<file path="src/logic/stream_fifo.sv">
`timescale 1ns/1ps

module stream_fifo #(
  parameter type payload_t = logic,
  parameter int  DEPTH     = 4
) (
  input  logic     ap_clk_i,
  input  logic     arst_n_i,
  input  payload_t data_i,
  input  logic     valid_i,
  output logic     ready_o,
  output payload_t data_o,
  output logic     valid_o,
  input  logic     ready_i
);

  localparam int PTR_W = (DEPTH > 1) ? $clog2(DEPTH) : 1;
  localparam logic [PTR_W-1:0] LAST_PTR = PTR_W'(DEPTH - 1);
  localparam logic [PTR_W:0]   FULL_CNT = (PTR_W + 1)'(DEPTH);

  payload_t         mem_q [DEPTH];
  logic [PTR_W-1:0] wr_ptr_q;
  logic [PTR_W-1:0] rd_ptr_q;
  logic [PTR_W:0]   count_q;
  logic             push;
  logic             pop;

  assign ready_o = (count_q != FULL_CNT);
  assign valid_o = (count_q != '0);
  assign data_o  = mem_q[rd_ptr_q];
  assign push    = valid_i && ready_o;
  assign pop     = valid_o && ready_i;

  always_ff @(posedge ap_clk_i) begin
    if (push) begin
      mem_q[wr_ptr_q] <= data_i;
    end
  end

  // Pointers wrap at DEPTH, so any depth works
  always_ff @(posedge ap_clk_i or negedge arst_n_i) begin
    if (!arst_n_i) begin
      wr_ptr_q <= '0;
      rd_ptr_q <= '0;
      count_q  <= '0;
    end else begin
      if (push) begin
        wr_ptr_q <= (wr_ptr_q == LAST_PTR) ? '0 : wr_ptr_q + 1'b1;
      end
      if (pop) begin
        rd_ptr_q <= (rd_ptr_q == LAST_PTR) ? '0 : rd_ptr_q + 1'b1;
      end
      if (push && !pop) begin
        count_q <= count_q + 1'b1;
      end else if (pop && !push) begin
        count_q <= count_q - 1'b1;
      end
    end
  end

endmodule : stream_fifo

</file>
<file path="config.mk">
export PLATFORM = sky130hd
export DESIGN_NAME = stream_fifo
export DESIGN_NICKNAME = d
export VERILOG_FILES = /design/src/logic/stream_fifo.sv
export SDC_FILE = /design/constraint.sdc
export NUM_CORES = 1
export LEC_CHECK = 0
export BUFFER_PORTS_ARGS = -buffer_cell sky130_fd_sc_hd__buf_2
export CORE_AREA = 3 3 40 42
export DETAILED_ROUTE_END_ITERATION = 16
export DIE_AREA = 0 0 43 45
export PLACE_DENSITY_LB_ADDON = 0.1
export SYNTH_ARGS = -nofsm -noshare
export SYNTH_HDL_FRONTEND = slang
export SYNTH_SLANG_ARGS = --single-unit
</file>
<file path="constraint.sdc">
create_clock -name ap_clk_i -period 5.3 [get_ports ap_clk_i]
set_input_delay 0.53 -clock ap_clk_i [delete_from_list [all_inputs] [get_ports ap_clk_i]]
set_output_delay 0.53 -clock ap_clk_i [all_outputs]
set_load 0.01 [all_outputs]
</file>
==> results of run 1 <==
worst max-delay path: stages, from the launching register on:
cell and delay (ps):
sky130_fd_sc_hd__dfrtp_1 420, sky130_fd_sc_hd__or3_4 420, sky130_fd_sc_hd__nand2_4 100, sky130_fd_sc_hd__ha_1 180
sky130_fd_sc_hd__inv_1 60, sky130_fd_sc_hd__fa_1 370, sky130_fd_sc_hd__xor2_1 150, sky130_fd_sc_hd__nor2_1 120
sky130_fd_sc_hd__xor2_1 160
cells in the mapped netlist, drive strengths merged:
| cell type | n | share of area (%) |
|---|---|---|
| a21boi | 1 | 1.9 |
| and2 | 4 | 4.2 |
| dfrtp | 7 | 30 |
| edfxtp | 4 | 20 |
| fa | 1 | 3.4 |
| ha | 6 | 13 |
| inv | 3 | 1.9 |
| mux2 | 5 | 11 |
| mux4 | 1 | 3.8 |
| nand2 | 2 | 2.5 |
| nor2 | 4 | 2.5 |
| or3 | 1 | 1.9 |
| xnor2 | 1 | 1.5 |
| xor2 | 2 | 3.0 |
worst max path at each step:
stage | start | end | slack [ps] | cells past startpoint
final | count_q[1]$_DFFE_PN0P_ | count_q[2]$_DFFE_PN0P_ | 3250 | 8
after global routing | count_q[1]$_DFFE_PN0P_ | count_q[2]$_DFFE_PN0P_ | 3170 | 8
after CTS | count_q[1]$_DFFE_PN0P_ | count_q[2]$_DFFE_PN0P_ | 3240 | 8
after detailed placement | valid_i | count_q[2]$_DFFE_PN0P_ | 3230 | 8
after global placement | valid_i | count_q[2]$_DFFE_PN0P_ | 3290 | 8
after floorplan | count_q[1]$_DFFE_PN0P_ | count_q[2]$_DFFE_PN0P_ | 3340 | 8
where the power goes:
group	internal, mW	total (mW)	leakage [nW]	switching, mW
Clock	0.0291	0.0539	0.0150	0.0248
Sequential	0.125	0.160	0.119	0.0354
Combinational	0.0929	0.162	0.171	0.0688
layer usage:
| layer | up-vias | routed length (µm) | share of wire (%) | global-route usage, % |
|---|---|---|---|---|
| met1 | 145 | 312 | 41 | 10.8 |
| li1 | 164 | - | - | - |
| met4 | 0 | 0 | 0 | 3.61 |
| met5 | - | 0 | 0 | 0 |
| met3 | 0 | 54 | 7.0 | 7.57 |
| met2 | 7 | 400 | 52 | 15.9 |
cells by family (layout without fill, tap and decap cells):
logic type / count (synthesis) / in the layout / synth area share, %
adder cells (fa/ha/maj): 7 / 7 / 16.1
buffers and inverters: 3 / 14 / 1.90
flip-flops: 11 / 11 / 49.9
AND/OR/NAND/NOR: 11 / 11 / 11.2
XOR/XNOR: 3 / 3 / 4.44
multiplexers: 6 / 6 / 14.6
AO/OA/AOI/OAI: 1 / 1 / 1.90
final cells by class:
class	count	area (µm²)	area share [%]
repair buffers	7	35.0	5.21
multi-input cells	28	285	42.5
inverters	3	11.3	1.68
flip-flops and latches	11	295	43.9
well taps	15	18.8	2.79
clock buffers	4	26.3	3.91
flip-flops by register name, indices dropped and copies added, names as in the netlist:
signal,count
mem_q,4
wr_ptr_q,2
rd_ptr_q,2
count_q,3
==> results, run 1 <==
- The flow ran to the end, and the final reports show no timing, DRC or antenna violations.
- For the worst setup path, the data required time is 5480 ps.
- Clock-pin slew was measured on the worst setup and hold paths at 60 ps.
- The via count of the first global-routing pass came to 325.
- For the pin with the worst max-slew slack, the measured transition is 273 ps.
- The total number of H-tree levels is 1.
- In this run the critical register-to-register path is captured at count_q[2]$_DFFE_PN0P_.
- The kind of critical path is flop to flop.
- The initial antenna violation count is 0.
- In this run, the number of DRC markers left after iteration 0 of detailed routing was 6.
- Setup slack closes at 3250 ps.
- Detailed routing inserted a total of 316 vias.
- For the worst-skew pair, the clock arrives at the later sink with an insertion delay of 260 ps.
- Yosys printed 0 warnings.
- The count of different cell masters after synthesis is 16.
- The number of nets in the synthesized netlist is 54.
- Setup repair after global routing left no endpoint under its margin.
- The area growth from synthesis to layout is 13.5%.
- The number of clock sinks is 11.
- IR analysis of the VDD net gives a maximum drop of 0.000253 V.
- The number of post-CTS setup repair buffers is 0.
- The floorplan step defined a core boundary enclosing 0.00128 mm².
- Summed over all cells, the static leakage comes to 0.305 nW.
- Measured along the x axis, the die boundary spans 43 µm.
- The total placed cells including tap cells is 64.
- The area of the die is 0.00194 mm².
- The estimated wirelength of the detail-placed design is 622 µm.
- Entering global routing, the biggest net connects 8 pins.
- The site row count is 13.
- The average size of a mapped cell is 14.1 µm².
- The remaining design rule violation count is 0.
- The fraction of final layout cells with drive strength greater than 1 is 35.8%.
- The average wire per standard cell is 11.3 µm.
- For the final routed database, the setup TNS stands at 0 ps.
- Global routing used 10.2% of the available tracks across all layers.
- Before CTS, the worst setup slack after placement is 3230 ps.
- Leaving out filler cells and counting taps, the final layout contains 68.
- The power density over the cells is 559 mW/mm².
- The post-detailed-route via-to-cell ratio is 4.65.
- The final hold violation count is 0.
- The finished cells cover 672 µm².
- In this run the count of I/O pins placed on the die edge is 8.
- The top cell types in the final layout, fill and taps aside, are sky130_fd_sc_hd__dfrtp_1 (7), sky130_fd_sc_hd__buf_2 (7), sky130_fd_sc_hd__ha_1 (6).
- The number of storage elements in the synthesis netlist is 11.
- After clock tree synthesis, the flow added hold-fix buffers numbering 0.
- The final number of max-transition violations is 0.
- In this run the cell area of the synthesized design comes to 592 µm².
- The total number of nets in the final design is 66.
- The launch point of the worst reg-to-reg path is count_q[1]$_DFFE_PN0P_.
- The first-pass GRT wire length is 1370 µm.
- Final hold analysis gives a worst-case slack of 88.1 ps.
- The design draws 0.376 mW.
- After layout, the worst path uses 38.6% of the clock period.
- The number of clock buffers added by TritonCTS is 3.
- The number of max-capacitance violations reported is 0.
- The relative slew slack is 81.7%.
- The synthesized netlist cell count is 42.
- The CTS tree is yes.
- The final critical delay including setup and external delays is 2050 ps.
- Clock tree synthesis selected as its root buffer the cell sky130_fd_sc_hd__clkbuf_4.
- The critical path data arrival time is 2230 ps.
- The endpoint kind of the worst setup timing path is a flop.
- At the end of routability-driven placement, the weighted congestion stood at 0.816.
- During placement, the flow inserted port buffers numbering 7.
- 0 antenna diodes ended up in the layout.
- STA classifies the critical path startpoint as a flop.
- The die height is 45 µm.
- Timing would allow up to 488 MHz.
- Once the floorplan was initialized, standard cells occupied 46.1% of the core.
- The total wirelength of the detailed-routed design is 767 µm.
- The flop-to-flop setup slack is 3250 ps.
- The iteration count of the initial detailed-routing pass is 3.
- The path class of the tightest hold or removal check is input pin to async pin.
- Setup violations remaining at the end of the flow were counted as 0.
- After synthesis, flip-flops and latches occupy 49.9% of the total area.
- Counting cells, the worst reg-to-reg path comes to 8.
- The deepest clock path buffer count is 2.
- The final worst clock skew is 3.96 ps.
- The count of nets left with antenna violations once routing finished came out at 0.
- The post-cts sizing count is 0.
- In this run the cell area measured after placement is 646 µm².
- The maximum fanout count along the critical path is 4.
- The remaining global-route overflow is 0.
- The layout has 109 filler cells.
- Once layout is complete, the utilization of the core stands at 52.3%.
(Power assumes the default switching activity.)
==> run 2, diff against run 1 <==
--- a/config.mk
+++ b/config.mk
@@ -5,10 +5,11 @@
 export SDC_FILE = /design/constraint.sdc
 export NUM_CORES = 1
 export LEC_CHECK = 0
+export ABC_AREA = 1
 export BUFFER_PORTS_ARGS = -buffer_cell sky130_fd_sc_hd__buf_2
-export CORE_AREA = 3 3 40 42
+export CORE_AREA = 3 3 41 43
 export DETAILED_ROUTE_END_ITERATION = 16
-export DIE_AREA = 0 0 43 45
+export DIE_AREA = 0 0 44 46
 export PLACE_DENSITY_LB_ADDON = 0.1
 export SYNTH_ARGS = -nofsm -noshare
 export SYNTH_HDL_FRONTEND = slang
==> constraint.sdc (replaced) <==
create_clock -name ap_clk_i -period 1.7 [get_ports ap_clk_i]
set_input_delay 0.17 -clock ap_clk_i [delete_from_list [all_inputs] [get_ports ap_clk_i]]
set_output_delay 0.17 -clock ap_clk_i [all_outputs]
set_load 0.01 [all_outputs]
==> run 2 against run 1 <==
Effect of this change: global-route usage up 3.1 points; clock skew up 3.0 ps; via count is 52% higher; power grew to 3.7 times the previous value; sequential share of layout area decreased by 7.3 points.
==> results, run 2 <==
- The startpoint class of the critical path is a flop (unchanged).
- The fill cell total of the finished layout came to 121 (was 109).
- The post-synthesis async set-or-reset flop share is 63.6% (unchanged).
- Synth area leaders: sky130_fd_sc_hd__dfrtp_1 (28%), sky130_fd_sc_hd__edfxtp_1 (19%), sky130_fd_sc_hd__ha_1 (12%) (was sky130_fd_sc_hd__dfrtp_1 (30%), sky130_fd_sc_hd__edfxtp_1 (20%), sky130_fd_sc_hd__ha_1 (13%)).
- The count of flip-flops with a built-in enable after synthesis was 4 (unchanged).
- The initial antenna violation count is 0 (unchanged).
- The site row count was 13 (unchanged).
- The total wirelength of the detailed-routed design is 1050 µm (was 767 µm).
- The pin slew with the least headroom to its limit was 207 ps (was 273 ps).
- The via count of the routed design is 481 (was 316).
- The largest voltage drop on the vdd net is 0.000787 V (was 0.000253 V).
- The via count of the first global-routing pass came to 434 (was 325).
- Along the worst hold path, the cell count comes to 1.
- The fraction of final layout cells with drive strength greater than 1 was 33.3% (was 35.8%).
- The netlist area before placement came to 631 µm² (was 592 µm²).
- The total number of H-tree levels is 1 (unchanged).
- The final number of max-transition violations is 0 (unchanged).
- The number of clock sinks is 11 (unchanged).
- The total nets after synthesis is 82 (was 54).
- The synthesized netlist cell count is 70 (was 42).
- The relative slew slack is 86.2% (was 81.7%).
- The total clock buffers created by CTS is 3 (unchanged).
- The largest net degree at the start of global routing came to 8 (unchanged).
- Most used standard cells in the synthesized netlist: sky130_fd_sc_hd__nand2_1 (16), sky130_fd_sc_hd__inv_1 (13), sky130_fd_sc_hd__dfrtp_1 (7) (was sky130_fd_sc_hd__dfrtp_1 (7), sky130_fd_sc_hd__ha_1 (6), sky130_fd_sc_hd__and2_1 (4), sky130_fd_sc_hd__edfxtp_1 (4), sky130_fd_sc_hd__nor2_1 (4)).
- The iteration count of the initial detailed-routing pass came to 2 (was 3).
- The post-detailed-route via-to-cell ratio was 4.58 (was 4.65).
- The dominant cell type by area after synthesis is sky130_fd_sc_hd__dfrtp_1 (unchanged).
- Cells along the critical path: inv_2 > nand3_4 > nand2_4 > inv_1 > ha_4 > inv_2 > fa_2 > nand2_1 > o21ai_0 (was or3_4 > nand2_4 > ha_1 > inv_1 > fa_1 > xor2_1 > nor2_1 > xor2_1).
- The total number of nets in the final design came to 103 (was 66).
- The dominant cell type by count on the critical path is sky130_fd_sc_hd__inv_2 (was sky130_fd_sc_hd__xor2_1).
- The post-route fraction of the period consumed by the critical path is 95.7% (was 38.6%).
- The count of buffer and inverter cells on the critical path is 3 (was 1).
- The area of the die is 0.00202 mm² (was 0.00194 mm²).
- The later-pin clock latency in the skew report is 270 ps (was 260 ps).
- The number of DRC markers in iteration 0 was 1 (was 6).
- The overall die width came to 44 µm (was 43 µm).
- The root buffer cell is sky130_fd_sc_hd__clkbuf_4 (unchanged).
- Status: completed (unchanged).
- The critical path data arrival time came to 1770 ps (was 2230 ps).
- The initial cell density of the core is 47.3% (was 46.1%).
- The launch point of the worst reg-to-reg path is count_q[1]$_DFFE_PN0P_ (unchanged).
- The average wire per standard cell is 10.0 µm (was 11.3 µm).
- The estimated wirelength of the detail-placed design is 822 µm (was 622 µm).
- The slowest cell on the critical path is sky130_fd_sc_hd__fa_2 (was sky130_fd_sc_hd__dfrtp_1).
- The data required time at the worst endpoint is 1850 ps (was 5480 ps).
- The first-pass GRT wire length is 1840 µm (was 1370 µm).
- The top cell type's share of synthesized area is 27.8% (was 29.6%).
- The path with the worst hold slack has its endpoint at mem_q[1]$_DFFE_PP_.
- Most used cells in the layout excluding fill and tap cells: sky130_fd_sc_hd__nand2_1 (15), sky130_fd_sc_hd__inv_1 (10), sky130_fd_sc_hd__buf_4 (8) (was sky130_fd_sc_hd__dfrtp_1 (7), sky130_fd_sc_hd__buf_2 (7), sky130_fd_sc_hd__ha_1 (6)).
- The most frequently used flop master after synthesis is sky130_fd_sc_hd__dfrtp_1 (unchanged).
- The signed area change from the synthesized netlist to the final layout is 27.8% (was 13.5%).
- The I/O pin total came to 8 (unchanged).
- The deepest clock path buffer count came to 2 (unchanged).
- The number of endpoints failing setup at the final stage is 0 (unchanged).
- Biggest regs: mem_q x4, count_q x3 (unchanged).
- Leaving out fill and tap cells, the most frequent cell in the layout is sky130_fd_sc_hd__nand2_1.
- The type of the tightest min-delay check is input pin to flop (was input pin to async pin).
- The total non-filler cell area in the finished layout is 806 µm² (was 672 µm²).
- The die height is 46 µm (was 45 µm).
- The number of max-capacitance violations reported is 0 (unchanged).
- The kind of critical path is flop to flop (unchanged).
- The number of port buffers is 7 (unchanged).
- The average size of a mapped cell is 9.01 µm² (was 14.1 µm²).
- The placer's final routability congestion estimate is 0.693 (was 0.816).
- The part of the Yosys area used for sequential elements is 46.8% (was 49.9%).
- The library cell with the highest instance count after synthesis is sky130_fd_sc_hd__nand2_1 (was sky130_fd_sc_hd__dfrtp_1).
- The maximum fanout count along the critical path is 4 (unchanged).
- The remaining design rule violation count is 0 (unchanged).
- The total inserted antenna cells was 0 (unchanged).
- The final critical delay including setup and external delays is 1630 ps (was 2050 ps).
- The power density over the cells is 1710 mW/mm² (was 559 mW/mm²).
- The endpoint kind of the worst setup timing path is a flop (unchanged).
- The number of cells on the worst reg-to-reg path came to 9 (was 8).
- The post-layout total power is 1.38 mW (was 0.376 mW).
- The longest individual stage delay on the worst path is 420 ps (about the same).
- The flip-flop count of the largest register, all copies and words added was 4 (unchanged).
- The cell area after placement is 714 µm² (was 646 µm²).
- The count of different cell masters after synthesis was 18 (was 16).
- The core outline area is 0.00133 mm² (was 0.00128 mm²).
- In this run the most critical hold path is launched from data_i.
- The remaining global-route overflow is 0 (unchanged).
- Unrepaired setup endpoints after global routing: true (was false).
- The total of warnings raised by yosys is 0 (unchanged).
- The highest attainable clock frequency is 615 MHz (was 488 MHz).
- The clock input transition at the sequential cells of the worst setup and hold paths is 70 ps (was 60 ps).
- The CTS tree is yes (unchanged).
- The kind of cell with the highest combined delay on the critical path is adder cells (was simple AND/OR/NAND/NOR gates).
- The register bank with the most flops is mem_q (unchanged).
- The number of storage elements in the synthesis netlist came to 11 (unchanged).
- The flop-to-flop setup slack was 70 ps (was 3250 ps).
- The leakage power summed over all cells is 0.409 nW (was 0.305 nW).
- The final hold violation count was 0 (unchanged).
- The final worst clock skew is 6.92 ps (was 3.96 ps).
- The number of nets with antenna violations after routing is 0 (unchanged).
- The worst hold margin is 120 ps (was 88.1 ps).
- The endpoint of the lowest-slack register-to-register path is count_q[1]$_DFFE_PN0P_ (was count_q[2]$_DFFE_PN0P_).
- The total track usage is 13.3% (was 10.2%).
[run 2: cell count changes in the layout (fill, tap and decap cells not counted), moves of 3 or more]
cell / change
sky130_fd_sc_hd__and2_1: -4
sky130_fd_sc_hd__inv_1: +7
sky130_fd_sc_hd__nand2_1: +14
sky130_fd_sc_hd__buf_4: +8
sky130_fd_sc_hd__mux2_2: -3
sky130_fd_sc_hd__inv_2: +5
sky130_fd_sc_hd__nand3_1: +5
[run 2: cells by family (layout without fill, tap and decap cells)]
family                   Yosys count  after routing  share of synthesized area [%]
flip-flops                        11             11                           46.8
AO/OA/AOI/OAI                      3              3                           2.78
XOR/XNOR                           1              1                           1.39
adder cells (fa/ha/maj)            7              7                           15.1
buffers and inverters             15             35                           8.93
AND/OR/NAND/NOR                   33             33                           25.0
[run 2: where the power goes]
group          switching, mW  total [mW]  internal [mW]
Combinational          0.374       0.719          0.345
Clock                 0.0867       0.177         0.0907
Sequential            0.0980       0.481          0.383
[run 2: stage by stage]
| step | TNS (ps) | utilization (%) | instances | setup slack (ps) |
|---|---|---|---|---|
| after floorplan | 0 | - | 70 | 32.5 |
| after global placement | 0 | 53.6 | 95 | 14.4 |
| after detailed placement | -4.78 | 53.6 | 95 | -4.78 |
| after CTS | 0 | 56.8 | 101 | 3.46 |
| after global routing | -29.0 | 60.4 | 105 | -22.6 |
| final | 0 | 60.4 | 105 | 73.4 |
[run 2: layout make-up]
type | count | area, µm² | area share [%]
well taps | 15 | 18.8 | 2.33
repair buffers | 16 | 105 | 13.0
inverters | 15 | 56.3 | 6.99
flip-flops and latches | 11 | 295 | 36.6
multi-input cells | 44 | 304 | 37.7
clock buffers | 4 | 26.3 | 3.26
[run 2: what timing repair did]
item,in CTS,in global routing
endpoints found under the hold margin,7,0
resized for setup,1,6
endpoints found under the setup margin,1,2
setup buffers,1,4
hold buffers,1,0
pin swaps,0,2
[run 2: how the worst max path moves through the flow]
| stage | startpoint | end | cells after the start |
|---|---|---|---|
| finish | count_q[1]$_DFFE_PN0P_ | count_q[1]$_DFFE_PN0P_ | 9 |
| global route | count_q[2]$_DFFE_PN0P_ | count_q[2]$_DFFE_PN0P_ | 10 |
| CTS | count_q[2]$_DFFE_PN0P_ | count_q[2]$_DFFE_PN0P_ | 10 |
| detailed placement | count_q[2]$_DFFE_PN0P_ | count_q[2]$_DFFE_PN0P_ | 10 |
| global placement | count_q[2]$_DFFE_PN0P_ | count_q[2]$_DFFE_PN0P_ | 10 |
| floorplan | count_q[0]$_DFFE_PN0P_ | count_q[2]$_DFFE_PN0P_ | 10 |
[run 2: metal layers]
| metal | global-route usage (%) | part of all wire [%] |
|---|---|---|
| met5 | 0 | 0 |
| met4 | 7.23 | 1.1 |
| met3 | 5.93 | 5.5 |
| met2 | 22.4 | 50 |
| met1 | 13.9 | 43 |
==> run 3, diff against run 2 <==
--- a/config.mk
+++ b/config.mk
@@ -5,11 +5,11 @@
 export SDC_FILE = /design/constraint.sdc
 export NUM_CORES = 1
 export LEC_CHECK = 0
-export ABC_AREA = 1
+export ABC_AREA = 0
 export BUFFER_PORTS_ARGS = -buffer_cell sky130_fd_sc_hd__buf_2
-export CORE_AREA = 3 3 41 43
+export CORE_AREA = 3 3 40 42
 export DETAILED_ROUTE_END_ITERATION = 16
-export DIE_AREA = 0 0 44 46
+export DIE_AREA = 0 0 43 45
 export PLACE_DENSITY_LB_ADDON = 0.1
 export SYNTH_ARGS = -nofsm -noshare
 export SYNTH_HDL_FRONTEND = slang
==> run 3 against run 2 <==
Effect of this change: the flow now finishes with violations (setup timing); critical path depth fell by 1; die area is 4.4% lower; combinational power about the same; clock power about the same; non-clock buffer count is 1 higher; sequential share of layout area is 1.7 points higher; via count decreased by 21%; clock skew fell by 5.7 ps; core utilization down 0.43 points; power is 0.68% lower; routed wire length fell by 0.38%; critical path type unchanged.
==> results, run 3 (synthesis results as in run 1) <==
- The average wire per standard cell is 13.4 µm (was 10.0 µm).
- The number of DRC markers in iteration 0 is 1 (unchanged).
- The flip-flop count of the largest register, all copies and words added is 4 (unchanged).
- The relative slew slack is 84.7% (was 86.2%).
- Biggest regs: mem_q x4, count_q x3 (unchanged).
- The number of endpoints failing setup at the final stage is 2 (was 0).
- The iteration count of the initial detailed-routing pass is 2 (unchanged).
- The dominant cell type by count on the critical path is sky130_fd_sc_hd__xor2_1 (was sky130_fd_sc_hd__inv_2).
- The remaining global-route overflow was 0 (unchanged).
- The total clock buffers created by CTS was 3 (unchanged).
- The pin slew with the least headroom to its limit is 229 ps (was 207 ps).
- The initial cell density of the core is 46.1% (was 47.3%).
- The total number of H-tree levels was 1 (unchanged).
- The kind of critical path is flop to flop (unchanged).
- The worst path setup slack after routing is -154 ps (was 73.4 ps).
- The switching power share of the total is 34.2% (was 40.5%).
- The number of nets with antenna violations after routing was 0 (unchanged).
- The part of the total power dissipated in sequential elements came to 34.8% (was 34.9%).
- The reported net switching power is 0.469 mW (was 0.558 mW).
- The number of clock sinks is 11 (unchanged).
- The deepest clock path buffer count is 2 (unchanged).
- The final worst clock skew is 1.24 ps (was 6.92 ps).
- Status: finished with violations (was completed).
- The final number of max-transition violations was 0 (unchanged).
- The CTS tree was yes (unchanged).
- The highest attainable clock frequency is 539 MHz (was 615 MHz).
- The largest net degree at the start of global routing came to 8 (unchanged).
- The leakage power summed over all cells was 0.356 nW (was 0.409 nW).
- The first-pass GRT wire length is 1900 µm (was 1840 µm).
- The die height was 45 µm (was 46 µm).
- The core outline area is 0.00128 mm² (was 0.00133 mm²).
- The total inserted antenna cells is 0 (unchanged).
- The via count of the routed design is 381 (was 481).
- Cells along the critical path: or3_4 > nand2_4 > ha_4 > inv_2 > fa_2 > xor2_1 > nor2_1 > xor2_1 (was inv_2 > nand3_4 > nand2_4 > inv_1 > ha_4 > inv_2 > fa_2 > nand2_1 > o21ai_0).
- The number of port buffers is 7 (unchanged).
- The final reports fail on setup timing.
- The signed area change from the synthesized netlist to the final layout is 30.2% (was 27.8%).
- The type of the tightest min-delay check is input pin to flop (unchanged).
- The overall die width is 43 µm (was 44 µm).
- The root buffer cell is sky130_fd_sc_hd__clkbuf_4 (unchanged).
- The final hold violation count is 0 (unchanged).
- The I/O pin total is 8 (unchanged).
- The post-route fraction of the period consumed by the critical path was 109% (was 95.7%).
- The estimated wirelength of the detail-placed design was 836 µm (was 822 µm).
- The placer's final routability congestion estimate is 0.792 (was 0.693).
- The slowest cell on the critical path is sky130_fd_sc_hd__or3_4 (was sky130_fd_sc_hd__fa_2).
- The most common library cell in the layout ignoring fill and taps was sky130_fd_sc_hd__buf_4 (was sky130_fd_sc_hd__nand2_1).
- The total track usage is 14.2% (was 13.3%).
- The post-detailed-route via-to-cell ratio was 4.88 (was 4.58).
- The fraction of final layout cells with drive strength greater than 1 was 50.8% (was 33.3%).
- The power density over the cells is 1770 mW/mm² (was 1710 mW/mm²).
- The later-pin clock latency in the skew report is 260 ps (was 270 ps).
- The endpoint kind of the worst setup timing path is a flop (unchanged).
- The register bank with the most flops is mem_q (unchanged).
- The post-layout total power is 1.37 mW (was 1.38 mW).
- Most used cells in the layout excluding fill and tap cells: sky130_fd_sc_hd__buf_4 (9), sky130_fd_sc_hd__dfrtp_1 (7), sky130_fd_sc_hd__buf_2 (7) (was sky130_fd_sc_hd__nand2_1 (15), sky130_fd_sc_hd__inv_1 (10), sky130_fd_sc_hd__buf_4 (8)).
- The site row count is 13 (unchanged).
- The final critical delay including setup and external delays was 1850 ps (was 1630 ps).
- The part of the power in combinational logic is 52.4% (was 52.2%).
- The total non-filler cell area in the finished layout came to 771 µm² (was 806 µm²).
- The cell internal power dissipation is 0.899 mW (was 0.819 mW).
- The number of max-capacitance violations reported came to 0 (unchanged).
- The cell area after placement was 717 µm² (was 714 µm²).
- The data required time at the worst endpoint is 1890 ps (was 1850 ps).
- The largest voltage drop on the vdd net is 0.000858 V (was 0.000787 V).
- The clock input transition at the sequential cells of the worst setup and hold paths was 70 ps (about the same).
- The clock network fraction of total power was 12.8% (was 12.9%).
- Unrepaired setup endpoints after global routing: true (unchanged).
- The via count of the first global-routing pass is 450 (was 434).
- The longest individual stage delay on the worst path is 410 ps (was 420 ps).
- The total wirelength of the detailed-routed design is 1050 µm (about the same).
- The count of buffer and inverter cells on the critical path is 1 (was 3).
- The total number of nets in the final design was 76 (was 103).
- The area of the die was 0.00194 mm² (was 0.00202 mm²).
- The startpoint class of the critical path is a flop (unchanged).
- The kind of cell with the highest combined delay on the critical path was simple AND/OR/NAND/NOR gates (was adder cells).
- The initial antenna violation count is 0 (unchanged).
- The critical path data arrival time is 2040 ps (was 1770 ps).
- The remaining design rule violation count is 0 (unchanged).
- The maximum fanout count along the critical path came to 2 (was 4).
==> run 3: cell count changes in the layout (fill, tap and decap cells not counted), moves of 3 or more <==
cell / change
sky130_fd_sc_hd__mux2_4: +3
sky130_fd_sc_hd__inv_2: -4
sky130_fd_sc_hd__nand3_1: -5
sky130_fd_sc_hd__nand2_1: -14
sky130_fd_sc_hd__inv_1: -8
sky130_fd_sc_hd__and2_1: +4
sky130_fd_sc_hd__nor2_1: -3
==> run 3: layer usage <==
layer	vias up	wire length, µm	GRT usage, %
li1	182	-	-
met5	-	0	0
met4	0	10	8.43
met3	2	37	5.98
met1	191	371	12.5
met2	6	629	26.6
==> run 3: path summary, 6_finish.rpt <==
check                                          end  slack (ps)                    start  cells past startpoint
max                         count_q[2]$_DFFE_PN0P_        -150   count_q[2]$_DFFE_PN0P_                      8
min reg2reg                rd_ptr_q[1]$_DFFE_PN0P_         570  rd_ptr_q[1]$_DFFE_PN0P_                      1
min in group asynchronous   count_q[0]$_DFFE_PN0P_         260                 arst_n_i                      2
max in group asynchronous   count_q[1]$_DFFE_PN0P_        1280                 arst_n_i                      2
max reg2reg                 count_q[2]$_DFFE_PN0P_        -150   count_q[2]$_DFFE_PN0P_                      8
min                             mem_q[2]$_DFFE_PP_         120                   data_i                      1
==> run 3: what timing repair did <==
item	4_1_cts	5_1_grt
pin swaps	2	0
setup endpoints to repair	2	2
hold buffers	1	0
cloned	0	0
hold endpoints to repair	7	0
gates resized for setup	0	1
buffers inserted	1	1
==> run 3: layout make-up <==
type / count / area [µm²]
Timing Repair Buffer: 17 / 113
Clock buffer: 4 / 26.3
Fill cell: 102 / 514
Multi-Input combinational cell: 28 / 307
Inverter: 3 / 11.3
Tap cell: 15 / 18.8
Sequential cell: 11 / 295
==> run 3: worst reg2reg max path, cell delays in order (launching register included) <==
cell,delay (ps)
sky130_fd_sc_hd__dfrtp_1,380
sky130_fd_sc_hd__or3_4,410
sky130_fd_sc_hd__nand2_4,80
sky130_fd_sc_hd__ha_4,130
sky130_fd_sc_hd__inv_2,40
sky130_fd_sc_hd__fa_2,320
sky130_fd_sc_hd__xor2_1,140
sky130_fd_sc_hd__nor2_1,110
sky130_fd_sc_hd__xor2_1,160
==> run 3: metrics by stage <==
step | TNS [ps] | utilization, % | setup WS, ps | hold WS, ps | instances
2_1_floorplan | -341 | - | -177 | -126 | 42
3_3_place_gp | -137 | 55.8 | -75.7 | 12.1 | 71
3_5_place_dp | -287 | 55.8 | -162 | 12.0 | 71
4_1_cts | -291 | 59.2 | -164 | 113 | 77
5_1_grt | -397 | 60.0 | -237 | 111 | 78
6_report | -276 | 60.0 | -154 | 121 | 78
==> run 3: power groups by stage <==
stage / combinational [mW] / sequential, mW / clock, mW
after floorplan: 0.447 / 0.484 / 0
final: 0.717 / 0.476 / 0.175
after global placement: 0.637 / 0.469 / 0
after global routing: 0.803 / 0.494 / 0.200
after detailed placement: 0.696 / 0.479 / 0
after CTS: 0.709 / 0.474 / 0.184
